<file path="config.mk">
export PLATFORM = sky130hd
export DESIGN_NAME = metadata_insertor
export DESIGN_NICKNAME = d
export VERILOG_FILES = /design/src/hdl/mvb_pkg.sv /design/src/hdl/mfb_pkg.sv /design/src/hdl/meta_merge.sv /design/src/hdl/metadata_insertor.sv /design/src/hdl/mfb_sof_scan.sv /design/src/hdl/mvb_item_queue.sv
export SDC_FILE = /design/constraint.sdc
export NUM_CORES = 1
export LEC_CHECK = 0
export ABC_CLOCK_PERIOD_IN_PS = 9700
export BUFFER_PORTS_ARGS = -buffer_cell sky130_fd_sc_hd__buf_2
export CORE_UTILIZATION = 56
export CTS_CLUSTER_DIAMETER = 50
export DETAILED_ROUTE_END_ITERATION = 7
export GPL_TIMING_DRIVEN = 0
export HOLD_SLACK_MARGIN = 0.06
export PLACE_DENSITY = 0.77
export SLEW_MARGIN = 5
export SYNTH_ARGS = -nofsm -noshare
export SYNTH_HDL_FRONTEND = slang
export SYNTH_SLANG_ARGS = --single-unit
export TNS_END_PERCENT = 100
</file>
<file path="constraint.sdc">
create_clock -name clk -period 9.7 [get_ports clk]
set_clock_uncertainty 0.15 [all_clocks]
set_input_delay 1.455 -clock clk [delete_from_list [all_inputs] [get_ports clk]]
set_output_delay 1.455 -clock clk [all_outputs]
set_load 0.02 [all_outputs]
</file>
<file path="src/hdl/mvb_pkg.sv">
/*
 * MVB item bus geometry
 * Slot count, item width and item queue sizing
 */

package mvb_pkg;

    // ~~~~~~~~~~~~~~~~~~~~~~~~~~~~~~~~~~~~~~~~~~~~~~~~~~~~~~~~~~~~~~~~~~~~~~~~~~
    // Bus geometry
    localparam int MVB_ITEMS      = 2;   // Item slots per word
    localparam int MVB_ITEM_WIDTH = 16;

    // ~~~~~~~~~~~~~~~~~~~~~~~~~~~~~~~~~~~~~~~~~~~~~~~~~~~~~~~~~~~~~~~~~~~~~~~~~~
    // Item queue
    localparam int MVB_FIFO_DEPTH = 8;   // Power of two, pointers wrap
    localparam int MVB_CNT_WIDTH  = 4;   // Holds 0 up to full depth

endpackage

</file>
<file path="src/hdl/mfb_pkg.sv">
/*
 * MFB frame bus geometry
 * Region sizes and the per-region output metadata slot
 */

package mfb_pkg;

    // ~~~~~~~~~~~~~~~~~~~~~~~~~~~~~~~~~~~~~~~~~~~~~~~~~~~~~~~~~~~~~~~~~~~~~~~~~~
    // Bus geometry
    localparam int MFB_REGIONS      = 2;
    localparam int MFB_REGION_WIDTH = 32;  // Data bits per region
    localparam int MFB_META_WIDTH   = 8;   // Frame metadata per region

    // Frame metadata followed by the inserted item
    localparam int MFB_SLOT_WIDTH = MFB_META_WIDTH + mvb_pkg::MVB_ITEM_WIDTH;

    // ~~~~~~~~~~~~~~~~~~~~~~~~~~~~~~~~~~~~~~~~~~~~~~~~~~~~~~~~~~~~~~~~~~~~~~~~~~
    // Output metadata slot of one region
    //
    // The flat view is what leaves on tx_mfb_meta, the field view is how the
    // merge stage fills it. Frame metadata sits above the item.
    typedef union packed {
        logic [MFB_SLOT_WIDTH-1:0] flat;
        struct packed {
            logic [MFB_META_WIDTH-1:0]          meta;
            logic [mvb_pkg::MVB_ITEM_WIDTH-1:0] item;
        } fields;
    } meta_slot_u;

endpackage

</file>
<file path="src/hdl/meta_merge.sv">
/*
 * Metadata merge stage
 * Attaches queued items to frame starts and drives the TX register
 */

module meta_merge (
    input  logic                                                      clk,
    input  logic                                                      rst_n,

    input  logic [mfb_pkg::MFB_REGIONS*mfb_pkg::MFB_REGION_WIDTH-1:0] scan_data,
    input  logic [mfb_pkg::MFB_REGIONS*mfb_pkg::MFB_META_WIDTH-1:0]   scan_meta,
    input  logic [mfb_pkg::MFB_REGIONS-1:0]                           scan_sof,
    input  logic [mfb_pkg::MFB_REGIONS-1:0]                           scan_eof,
    input  logic [1:0]                                                scan_sof_cnt,
    input  logic [mfb_pkg::MFB_REGIONS-1:0]                           scan_item_idx,
    input  logic                                                      scan_vld,
    output logic                                                      scan_take,

    input  logic [mvb_pkg::MVB_ITEM_WIDTH-1:0]                        item_head0,
    input  logic [mvb_pkg::MVB_ITEM_WIDTH-1:0]                        item_head1,
    input  logic [mvb_pkg::MVB_CNT_WIDTH-1:0]                         item_cnt,
    output logic [1:0]                                                pop_cnt,

    output logic [mfb_pkg::MFB_REGIONS*mfb_pkg::MFB_REGION_WIDTH-1:0] tx_mfb_data,
    output mfb_pkg::meta_slot_u [mfb_pkg::MFB_REGIONS-1:0]            tx_mfb_slot,
    output logic [mfb_pkg::MFB_REGIONS-1:0]                           tx_mfb_sof,
    output logic [mfb_pkg::MFB_REGIONS-1:0]                           tx_mfb_eof,
    output logic                                                      tx_mfb_src_rdy,
    input  logic                                                      tx_mfb_dst_rdy
);
    import mvb_pkg::*;
    import mfb_pkg::*;

    logic                         out_free;
    logic                         items_ok;
    meta_slot_u [MFB_REGIONS-1:0] slot_next;

    // ~~~~~~~~~~~~~~~~~~~~~~~~~~~~~~~~~~~~~~~~~~~~~~~~~~~~~~~~~~~~~~~~~~~~~~~~~~
    // Take decision
    assign out_free  = !tx_mfb_src_rdy || tx_mfb_dst_rdy;  // Empty or being emptied
    assign items_ok  = item_cnt >= MVB_CNT_WIDTH'(scan_sof_cnt);
    assign scan_take = scan_vld && items_ok && out_free;
    assign pop_cnt   = scan_take ? scan_sof_cnt : 2'd0;

    // ~~~~~~~~~~~~~~~~~~~~~~~~~~~~~~~~~~~~~~~~~~~~~~~~~~~~~~~~~~~~~~~~~~~~~~~~~~
    // Slot build
    always_comb begin
        for (int r = 0; r < MFB_REGIONS; r++) begin
            slot_next[r].fields.meta = scan_meta[r*MFB_META_WIDTH +: MFB_META_WIDTH];
            if (!scan_sof[r]) begin
                slot_next[r].fields.item = '0;  // No frame start here
            end else if (scan_item_idx[r]) begin
                slot_next[r].fields.item = item_head1;
            end else begin
                slot_next[r].fields.item = item_head0;
            end
        end
    end

    // ~~~~~~~~~~~~~~~~~~~~~~~~~~~~~~~~~~~~~~~~~~~~~~~~~~~~~~~~~~~~~~~~~~~~~~~~~~
    // Output register
    always_ff @(posedge clk) begin
        if (!rst_n) begin
            tx_mfb_src_rdy <= 1'b0;
        end else if (scan_take) begin
            tx_mfb_src_rdy <= 1'b1;
        end else if (tx_mfb_dst_rdy) begin
            tx_mfb_src_rdy <= 1'b0;
        end
    end

    always_ff @(posedge clk) begin
        if (scan_take) begin
            tx_mfb_data <= scan_data;
            tx_mfb_slot <= slot_next;
            tx_mfb_sof  <= scan_sof;
            tx_mfb_eof  <= scan_eof;
        end
    end

    // Held word must not move under back-pressure
    a_tx_hold: assert property (@(posedge clk) disable iff (!rst_n)
        tx_mfb_src_rdy && !tx_mfb_dst_rdy |=> tx_mfb_src_rdy && $stable(tx_mfb_data)
            && $stable(tx_mfb_slot) && $stable(tx_mfb_sof) && $stable(tx_mfb_eof)
    ) else $error("TX word changed while stalled");

endmodule

</file>
<file path="src/hdl/metadata_insertor.sv">
/*
 * Frame metadata insertor
 * Places the oldest MVB item beside each MFB frame start
 */

module metadata_insertor (
    input  logic                                                      clk,
    input  logic                                                      rst_n,

    input  logic [mvb_pkg::MVB_ITEMS*mvb_pkg::MVB_ITEM_WIDTH-1:0]     rx_mvb_data,
    input  logic [mvb_pkg::MVB_ITEMS-1:0]                             rx_mvb_vld,
    input  logic                                                      rx_mvb_src_rdy,
    output logic                                                      rx_mvb_dst_rdy,

    input  logic [mfb_pkg::MFB_REGIONS*mfb_pkg::MFB_REGION_WIDTH-1:0] rx_mfb_data,
    input  logic [mfb_pkg::MFB_REGIONS*mfb_pkg::MFB_META_WIDTH-1:0]   rx_mfb_meta,
    input  logic [mfb_pkg::MFB_REGIONS-1:0]                           rx_mfb_sof,
    input  logic [mfb_pkg::MFB_REGIONS-1:0]                           rx_mfb_eof,
    input  logic                                                      rx_mfb_src_rdy,
    output logic                                                      rx_mfb_dst_rdy,

    output logic [mfb_pkg::MFB_REGIONS*mfb_pkg::MFB_REGION_WIDTH-1:0] tx_mfb_data,
    output logic [mfb_pkg::MFB_REGIONS*mfb_pkg::MFB_SLOT_WIDTH-1:0]   tx_mfb_meta,
    output logic [mfb_pkg::MFB_REGIONS-1:0]                           tx_mfb_sof,
    output logic [mfb_pkg::MFB_REGIONS-1:0]                           tx_mfb_eof,
    output logic                                                      tx_mfb_src_rdy,
    input  logic                                                      tx_mfb_dst_rdy
);
    import mvb_pkg::*;
    import mfb_pkg::*;

    logic [MVB_ITEM_WIDTH-1:0]                  item_head0;
    logic [MVB_ITEM_WIDTH-1:0]                  item_head1;
    logic [MVB_CNT_WIDTH-1:0]                   item_cnt;
    logic [1:0]                                 pop_cnt;

    logic [MFB_REGIONS*MFB_REGION_WIDTH-1:0]    scan_data;
    logic [MFB_REGIONS*MFB_META_WIDTH-1:0]      scan_meta;
    logic [MFB_REGIONS-1:0]                     scan_sof;
    logic [MFB_REGIONS-1:0]                     scan_eof;
    logic [1:0]                                 scan_sof_cnt;
    logic [MFB_REGIONS-1:0]                     scan_item_idx;
    logic                                       scan_vld;
    logic                                       scan_take;

    meta_slot_u [MFB_REGIONS-1:0]               tx_slot;

    mvb_item_queue queue_i (
        .clk            (clk),
        .rst_n          (rst_n),
        .rx_mvb_data    (rx_mvb_data),
        .rx_mvb_vld     (rx_mvb_vld),
        .rx_mvb_src_rdy (rx_mvb_src_rdy),
        .rx_mvb_dst_rdy (rx_mvb_dst_rdy),
        .item_head0     (item_head0),
        .item_head1     (item_head1),
        .item_cnt       (item_cnt),
        .pop_cnt        (pop_cnt)
    );

    mfb_sof_scan scan_i (
        .clk            (clk),
        .rst_n          (rst_n),
        .rx_mfb_data    (rx_mfb_data),
        .rx_mfb_meta    (rx_mfb_meta),
        .rx_mfb_sof     (rx_mfb_sof),
        .rx_mfb_eof     (rx_mfb_eof),
        .rx_mfb_src_rdy (rx_mfb_src_rdy),
        .rx_mfb_dst_rdy (rx_mfb_dst_rdy),
        .scan_data      (scan_data),
        .scan_meta      (scan_meta),
        .scan_sof       (scan_sof),
        .scan_eof       (scan_eof),
        .scan_sof_cnt   (scan_sof_cnt),
        .scan_item_idx  (scan_item_idx),
        .scan_vld       (scan_vld),
        .scan_take      (scan_take)
    );

    meta_merge merge_i (
        .clk            (clk),
        .rst_n          (rst_n),
        .scan_data      (scan_data),
        .scan_meta      (scan_meta),
        .scan_sof       (scan_sof),
        .scan_eof       (scan_eof),
        .scan_sof_cnt   (scan_sof_cnt),
        .scan_item_idx  (scan_item_idx),
        .scan_vld       (scan_vld),
        .scan_take      (scan_take),
        .item_head0     (item_head0),
        .item_head1     (item_head1),
        .item_cnt       (item_cnt),
        .pop_cnt        (pop_cnt),
        .tx_mfb_data    (tx_mfb_data),
        .tx_mfb_slot    (tx_slot),
        .tx_mfb_sof     (tx_mfb_sof),
        .tx_mfb_eof     (tx_mfb_eof),
        .tx_mfb_src_rdy (tx_mfb_src_rdy),
        .tx_mfb_dst_rdy (tx_mfb_dst_rdy)
    );

    // Region r occupies slot r of the flat metadata bus
    for (genvar r = 0; r < MFB_REGIONS; r++) begin : g_meta_flat
        assign tx_mfb_meta[r*MFB_SLOT_WIDTH +: MFB_SLOT_WIDTH] = tx_slot[r].flat;
    end

endmodule

</file>
<file path="src/hdl/mfb_sof_scan.sv">
/*
 * MFB SOF scanner
 * One-entry register stage that counts frame starts per word
 */

module mfb_sof_scan (
    input  logic                                                      clk,
    input  logic                                                      rst_n,

    input  logic [mfb_pkg::MFB_REGIONS*mfb_pkg::MFB_REGION_WIDTH-1:0] rx_mfb_data,
    input  logic [mfb_pkg::MFB_REGIONS*mfb_pkg::MFB_META_WIDTH-1:0]   rx_mfb_meta,
    input  logic [mfb_pkg::MFB_REGIONS-1:0]                           rx_mfb_sof,
    input  logic [mfb_pkg::MFB_REGIONS-1:0]                           rx_mfb_eof,
    input  logic                                                      rx_mfb_src_rdy,
    output logic                                                      rx_mfb_dst_rdy,

    output logic [mfb_pkg::MFB_REGIONS*mfb_pkg::MFB_REGION_WIDTH-1:0] scan_data,
    output logic [mfb_pkg::MFB_REGIONS*mfb_pkg::MFB_META_WIDTH-1:0]   scan_meta,
    output logic [mfb_pkg::MFB_REGIONS-1:0]                           scan_sof,
    output logic [mfb_pkg::MFB_REGIONS-1:0]                           scan_eof,
    output logic [1:0]                                                scan_sof_cnt,
    output logic [mfb_pkg::MFB_REGIONS-1:0]                           scan_item_idx,
    output logic                                                      scan_vld,
    input  logic                                                      scan_take
);
    import mfb_pkg::*;

    logic                   accept;
    logic [1:0]             sof_cnt;
    logic [MFB_REGIONS-1:0] item_idx;

    assign rx_mfb_dst_rdy = !scan_vld || scan_take;  // Empty or draining
    assign accept         = rx_mfb_src_rdy && rx_mfb_dst_rdy;

    // Running SOF index, lower region gets the older item
    always_comb begin
        sof_cnt = '0;
        for (int r = 0; r < MFB_REGIONS; r++) begin
            item_idx[r] = sof_cnt[0];
            if (rx_mfb_sof[r]) begin
                sof_cnt = sof_cnt + 2'd1;
            end
        end
    end

    always_ff @(posedge clk) begin
        if (!rst_n) begin
            scan_vld <= 1'b0;
        end else if (accept) begin
            scan_vld <= 1'b1;
        end else if (scan_take) begin
            scan_vld <= 1'b0;
        end
    end

    always_ff @(posedge clk) begin
        if (accept) begin
            scan_data     <= rx_mfb_data;
            scan_meta     <= rx_mfb_meta;
            scan_sof      <= rx_mfb_sof;
            scan_eof      <= rx_mfb_eof;
            scan_sof_cnt  <= sof_cnt;
            scan_item_idx <= item_idx;
        end
    end

    // Word waits untouched until merge takes it
    a_scan_hold: assert property (@(posedge clk) disable iff (!rst_n)
        scan_vld && !scan_take |=> scan_vld && $stable(scan_data) && $stable(scan_meta)
            && $stable(scan_sof) && $stable(scan_eof) && $stable(scan_sof_cnt)
            && $stable(scan_item_idx)
    ) else $error("Scanned MFB word changed before it was taken");

endmodule

</file>
<file path="src/hdl/mvb_item_queue.sv">
/*
 * MVB item queue
 * Compacts the valid items of each MVB word into a circular FIFO
 * and presents the two oldest entries to the merge stage
 */

module mvb_item_queue (
    input  logic                                                  clk,
    input  logic                                                  rst_n,

    input  logic [mvb_pkg::MVB_ITEMS*mvb_pkg::MVB_ITEM_WIDTH-1:0] rx_mvb_data,
    input  logic [mvb_pkg::MVB_ITEMS-1:0]                         rx_mvb_vld,
    input  logic                                                  rx_mvb_src_rdy,
    output logic                                                  rx_mvb_dst_rdy,

    output logic [mvb_pkg::MVB_ITEM_WIDTH-1:0]                    item_head0,
    output logic [mvb_pkg::MVB_ITEM_WIDTH-1:0]                    item_head1,
    output logic [mvb_pkg::MVB_CNT_WIDTH-1:0]                     item_cnt,
    input  logic [1:0]                                            pop_cnt
);
    import mvb_pkg::*;

    logic [MVB_ITEM_WIDTH-1:0] mem [MVB_FIFO_DEPTH];

    logic [MVB_CNT_WIDTH-2:0]  wr_ptr;
    logic [MVB_CNT_WIDTH-2:0]  rd_ptr;
    logic [MVB_CNT_WIDTH-2:0]  rd_ptr_nxt;
    logic [MVB_CNT_WIDTH-1:0]  cnt;

    logic                      push;
    logic [MVB_CNT_WIDTH-1:0]  push_cnt;
    logic [MVB_CNT_WIDTH-1:0]  pop_ext;
    logic [MVB_CNT_WIDTH-2:0]  wr_addr [MVB_ITEMS];
    logic [MVB_ITEMS-1:0]      wr_en;

    // Room for a whole word of items
    assign rx_mvb_dst_rdy = cnt <= MVB_CNT_WIDTH'(MVB_FIFO_DEPTH - MVB_ITEMS);
    assign push           = rx_mvb_src_rdy && rx_mvb_dst_rdy;
    assign pop_ext        = MVB_CNT_WIDTH'(pop_cnt);

    // ~~~~~~~~~~~~~~~~~~~~~~~~~~~~~~~~~~~~~~~~~~~~~~~~~~~~~~~~~~~~~~~~~~~~~~~~~~
    // Slot compaction
    //
    // Each valid slot lands behind the valid slots below it, so items keep
    // their arrival order and empty slots leave no holes.
    always_comb begin : compact
        logic [MVB_CNT_WIDTH-1:0] ofs;

        ofs = '0;
        for (int j = 0; j < MVB_ITEMS; j++) begin
            wr_addr[j] = wr_ptr + ofs[MVB_CNT_WIDTH-2:0];
            wr_en[j]   = push && rx_mvb_vld[j];
            if (rx_mvb_vld[j]) begin
                ofs = ofs + MVB_CNT_WIDTH'(1);
            end
        end
        push_cnt = push ? ofs : '0;  // Empty words are accepted and dropped
    end

    always_ff @(posedge clk) begin
        for (int j = 0; j < MVB_ITEMS; j++) begin
            if (wr_en[j]) begin
                mem[wr_addr[j]] <= rx_mvb_data[j*MVB_ITEM_WIDTH +: MVB_ITEM_WIDTH];
            end
        end
    end

    // ~~~~~~~~~~~~~~~~~~~~~~~~~~~~~~~~~~~~~~~~~~~~~~~~~~~~~~~~~~~~~~~~~~~~~~~~~~
    // Pointers and occupancy
    always_ff @(posedge clk) begin
        if (!rst_n) begin
            wr_ptr <= '0;
            rd_ptr <= '0;
            cnt    <= '0;
        end else begin
            wr_ptr <= wr_ptr + push_cnt[MVB_CNT_WIDTH-2:0];
            rd_ptr <= rd_ptr + pop_ext[MVB_CNT_WIDTH-2:0];
            cnt    <= cnt + push_cnt - pop_ext;  // Push and pop may overlap
        end
    end

    assign rd_ptr_nxt = rd_ptr + (MVB_CNT_WIDTH-1)'(1);
    assign item_head0 = mem[rd_ptr];
    assign item_head1 = mem[rd_ptr_nxt];  // Valid only when cnt is 2 or more
    assign item_cnt   = cnt;

    // Merge stage pops only what it has seen
    a_pop_in_range: assert property (@(posedge clk) disable iff (!rst_n)
        pop_ext <= cnt
    ) else $error("Item queue popped %0d with %0d stored", pop_cnt, cnt);

    // Without dst_rdy no item may enter, so occupancy cannot grow
    a_no_push_when_full: assert property (@(posedge clk) disable iff (!rst_n)
        !rx_mvb_dst_rdy |=> cnt <= $past(cnt)
    ) else $error("Item queue grew while rx_mvb_dst_rdy was low");

endmodule

</file>
==> run_summary.xml <==
<?xml version="1.0" encoding="UTF-8"?>
<metrics>
  <group name="floorplanning">
    <metric name="fp-row-count" unit="">58</metric>
    <metric name="die_height" unit="um">164</metric>
    <metric name="floorplan.core_area" unit="um^2">25500</metric>
    <metric name="die_w" unit="um">164</metric>
    <metric name="die_footprint" unit="um^2">26900</metric>
    <metric name="initial_core_util" unit="%">57.7</metric>
    <metric name="io-pin-count" unit="">242</metric>
  </group>
  <group name="global_route">
    <metric name="grt_antenna_before_repair" unit="">5</metric>
    <metric name="grt_util_all_layers" unit="%">26.0</metric>
    <metric name="grt_first_pass_wirelength" unit="mm">50.0</metric>
    <metric name="pin_count_of_the_biggest_net_entering_global_routing" unit="">34</metric>
    <metric name="number_of_global_route_vias_before_repair" unit="">8279</metric>
    <metric name="grt_overflow" unit="">0</metric>
  </group>
  <group name="drt">
    <metric name="route.detailed.vias_per_inst" unit="">5.82</metric>
    <metric name="firstDrtPassIters" unit="">5</metric>
    <metric name="via_count" unit="">8098</metric>
    <metric name="routed_wl" unit="mm">34.5</metric>
    <metric name="wl_met3" unit="mm">3.06</metric>
    <metric name="wire_per_inst" unit="um">24.8</metric>
    <metric name="length_of_routed_wiring_on_met1" unit="mm">13.2</metric>
    <metric name="antenna_violation_net_count_after_detailed_routing" unit="">0</metric>
    <metric name="first_iter_violations" unit="">810</metric>
    <metric name="drc_errors" unit="">0</metric>
    <metric name="wl_met2" unit="mm">17.4</metric>
    <metric name="max_layer_used" unit="">met5</metric>
  </group>
  <group name="timing">
    <metric name="final.period_utilization" unit="%">42.0</metric>
    <metric name="finalSetupViolations" unit="">0</metric>
    <metric name="grt_setup_unrepaired" unit="">false</metric>
    <metric name="tightestPinTransition" unit="ps">979</metric>
    <metric name="max_slew_margin" unit="%">34.7</metric>
    <metric name="hold_ws" unit="ps">261</metric>
    <metric name="hold_viol_final" unit="">0</metric>
    <metric name="maxSlewViolCount" unit="">0</metric>
    <metric name="final.min_clock_period" unit="ps">4070</metric>
    <metric name="timing.fmax" unit="MHz">245</metric>
    <metric name="final_critical_path_setup_slack" unit="ps">5630</metric>
    <metric name="final.setup.tns" unit="ps">0</metric>
  </group>
  <group name="synth">
    <metric name="syn_avg_cell_area" unit="um^2">19.9</metric>
    <metric name="synthesized_nets" unit="">880</metric>
    <metric name="postSynthCellCount" unit="">738</metric>
    <metric name="synthesis.area" unit="um^2">14700</metric>
    <metric name="synth_top_area_cell" unit="">sky130_fd_sc_hd__edfxtp_1</metric>
    <metric name="synth_area_leaders" unit="">sky130_fd_sc_hd__edfxtp_1, sky130_fd_sc_hd__mux4_2, sky130_fd_sc_hd__mux2_2, sky130_fd_sc_hd__mux2_4, sky130_fd_sc_hd__dfxtp_1</metric>
    <metric name="yosysSeqAreaShare" unit="%">69.0</metric>
    <metric name="yosys_warnings" unit="">0</metric>
    <metric name="synth_top_area_share" unit="%">67.4</metric>
    <metric name="postSynthRegisterBits" unit="">342</metric>
    <metric name="yosys.cell_types.count" unit="">44</metric>
  </group>
  <group name="clock_network">
    <metric name="post_cts_buffers" unit="">0</metric>
    <metric name="cts.path.max_buffers" unit="">3</metric>
    <metric name="ctsHtreeMaxLevel" unit="">2</metric>
    <metric name="cts.reportedPaths.clkPinSlew" unit="ps">60</metric>
    <metric name="cts_tree" unit="">built</metric>
    <metric name="postCtsResizedCells" unit="">0</metric>
    <metric name="insertion_delay" unit="ps">520</metric>
    <metric name="numCtsBuffers" unit="">37</metric>
    <metric name="cts_sinks" unit="">342</metric>
    <metric name="cts_hold_repair.buffers" unit="">0</metric>
    <metric name="root_buffer" unit="">sky130_fd_sc_hd__clkbuf_16</metric>
  </group>
  <group name="power_and_ir_drop">
    <metric name="power.density" unit="nW/um^2">240</metric>
    <metric name="cellLeakagePower" unit="nW">6.54</metric>
    <metric name="power.ir.vdd_worst" unit="mV">0.254</metric>
    <metric name="report.power.total" unit="mW">4.29</metric>
  </group>
  <group name="status">
    <metric name="status" unit="">completed</metric>
  </group>
  <group name="placement">
    <metric name="dpl_worst_slack" unit="ps">5570</metric>
    <metric name="routabilityCongestion" unit="">0.769</metric>
    <metric name="placed_cells_incl_taps" unit="">1324</metric>
    <metric name="numPortBuffers" unit="">241</metric>
    <metric name="postPlaceCellArea" unit="um^2">16600</metric>
    <metric name="place.detailed.hpwl" unit="mm">23.9</metric>
  </group>
  <group name="setup_path">
    <metric name="worstSetupPathType" unit="">input port to output pin</metric>
    <metric name="cp_top_family" unit="">compound AO/OA/AOI/OAI gates</metric>
    <metric name="critical-path-max-stage-delay" unit="ps">320</metric>
    <metric name="crit_path_frequent_cell" unit="">sky130_fd_sc_hd__buf_2</metric>
    <metric name="max_fanout_on_critical_path" unit="">4</metric>
    <metric name="critical_path.slowest_cell" unit="">sky130_fd_sc_hd__a21oi_1</metric>
    <metric name="start_kind" unit="">input port</metric>
    <metric name="arrival" unit="ps">2470</metric>
    <metric name="crit_path_cell_trace" unit="">buf_2, nor2b_1, o21ai_0, a21oi_1, inv_1, buf_2</metric>
    <metric name="timing.critical_path.required" unit="ps">8100</metric>
    <metric name="worst_setup_path_end_kind" unit="">output pin</metric>
    <metric name="crit_buf_inv" unit="">3</metric>
  </group>
  <group name="layout">
    <metric name="area.growth.synth_to_final" unit="%">21.9</metric>
    <metric name="utilization" unit="%">70.3</metric>
    <metric name="layout.cells.non_filler" unit="">1391</metric>
    <metric name="layout.nets" unit="">1175</metric>
    <metric name="finalInstanceArea" unit="um^2">17900</metric>
    <metric name="drive_above_1_share" unit="%">51.1</metric>
  </group>
  <group name="worst_hold_path">
    <metric name="worst_hold_path_type" unit="">flop to flop</metric>
  </group>
  <group name="run">
    <metric name="max_cap_violations" unit="">0</metric>
  </group>
</metrics>
==> layout make-up <==
type	instances	area (um^2)
clock inverter	18	243
fill	1602	7560
antenna	2	5.00
buffer	33	211
tap	330	413
timing repair buffer	256	1480
multi-input combinational	349	4330
sequential	342	10100
inverter	14	52.6
clock buffer	47	1030
==> cell families after synthesis <==
logic type	synth area share [%]
flops	69.0
simple gates	3.23
mux	21.4
xor+xnor	0.579
compound gates	2.13
buf+inv	1.80
fa+ha+maj	1.82
==> synthesized netlist by cell type (all sizes together) <==
| cell | number |
|---|---|
| a211oi | 1 |
| a21boi | 1 |
| a21o | 2 |
| a21oi | 3 |
| a22oi | 16 |
| and2 | 10 |
| and3 | 5 |
| buf | 25 |
| clkbuf | 8 |
| dfxtp | 12 |
| edfxtp | 330 |
| fa | 4 |
| ha | 15 |
| inv | 14 |
| mux2 | 128 |
| mux2i | 16 |
| mux4 | 64 |
| nand2 | 7 |
| nand2b | 4 |
| nand3 | 3 |
| nand3b | 1 |
| nand4 | 4 |
| nor2 | 4 |
| nor2b | 23 |
| nor3 | 1 |
| nor3b | 1 |
| o21a | 1 |
| o21ai | 24 |
| o21bai | 2 |
| or2 | 1 |
| xnor2 | 4 |
| xor2 | 4 |
==> worst register-to-register path, cell delays in order (launching register included) <==
cell	delay, ps
sky130_fd_sc_hd__edfxtp_1	420
sky130_fd_sc_hd__ha_1	290
sky130_fd_sc_hd__nand2b_1	140
sky130_fd_sc_hd__a21o_1	190
sky130_fd_sc_hd__a21boi_0	500
sky130_fd_sc_hd__nor3_1	220
sky130_fd_sc_hd__fa_1	600
sky130_fd_sc_hd__inv_1	60
sky130_fd_sc_hd__ha_1	280
sky130_fd_sc_hd__a21o_1	180
sky130_fd_sc_hd__a21oi_1	170
sky130_fd_sc_hd__xor2_1	80
sky130_fd_sc_hd__and2_1	150
==> worst paths after layout <==
path,endpoint,start,cells past startpoint,slack (ps)
worst max register to register,queue_i.item_cnt[3]$_SDFF_PN0_,scan_i.scan_sof_cnt[0]$_DFFE_PP_,12,6150
worst min-delay path,merge_i.tx_mfb_data[62]$_DFFE_PP_,scan_i.scan_data[62]$_DFFE_PP_,0,260
worst min register to register,merge_i.tx_mfb_data[62]$_DFFE_PP_,scan_i.scan_data[62]$_DFFE_PP_,0,260
worst max-delay path,rx_mfb_dst_rdy,tx_mfb_dst_rdy,6,5630
==> cells in the final DEF, fill, tap and decap left out, drive strengths merged, types with 5 or more instances in the layout <==
cell type / count
inv: 17
o21ai: 24
nor2b: 23
a22oi: 16
mux2i: 16
mux2: 128
clkinv: 9
edfxtp: 330
ha: 15
and2: 10
nand2: 7
dfxtp: 12
clkbuf: 55
buf: 281
mux4: 64
bufinv: 6
and3: 5
==> routing by layer <==
layer  up-vias  track usage [%]
li1       3587                -
met3        57             5.38
met5         -                0
met4         6             9.22
met2       391             44.3
met1      4057             33.0
==> power breakdown <==
group          internal (mW)  switching [mW]  total, mW
Combinational          0.372           0.533      0.906
Sequential              1.87          0.0639       1.93
Clock                  0.908           0.548       1.46
Total                   3.15            1.15       4.29
==> sequential cells by signal (all words and copies together) (netlist names) <==
register and flops:
queue_i.mem 128, merge_i.tx_mfb_data 64, scan_i.scan_data 64, merge_i.tx_mfb_slot 48, scan_i.scan_meta 16, queue_i.item_cnt 4, queue_i.rd_ptr 3, queue_i.wr_ptr 3
merge_i.tx_mfb_eof 2, merge_i.tx_mfb_sof 2, scan_i.scan_eof 2, scan_i.scan_sof 2, scan_i.scan_sof_cnt 2, merge_i.tx_mfb_src_rdy 1, scan_i.scan_vld 1
(Power assumes the default switching activity.)
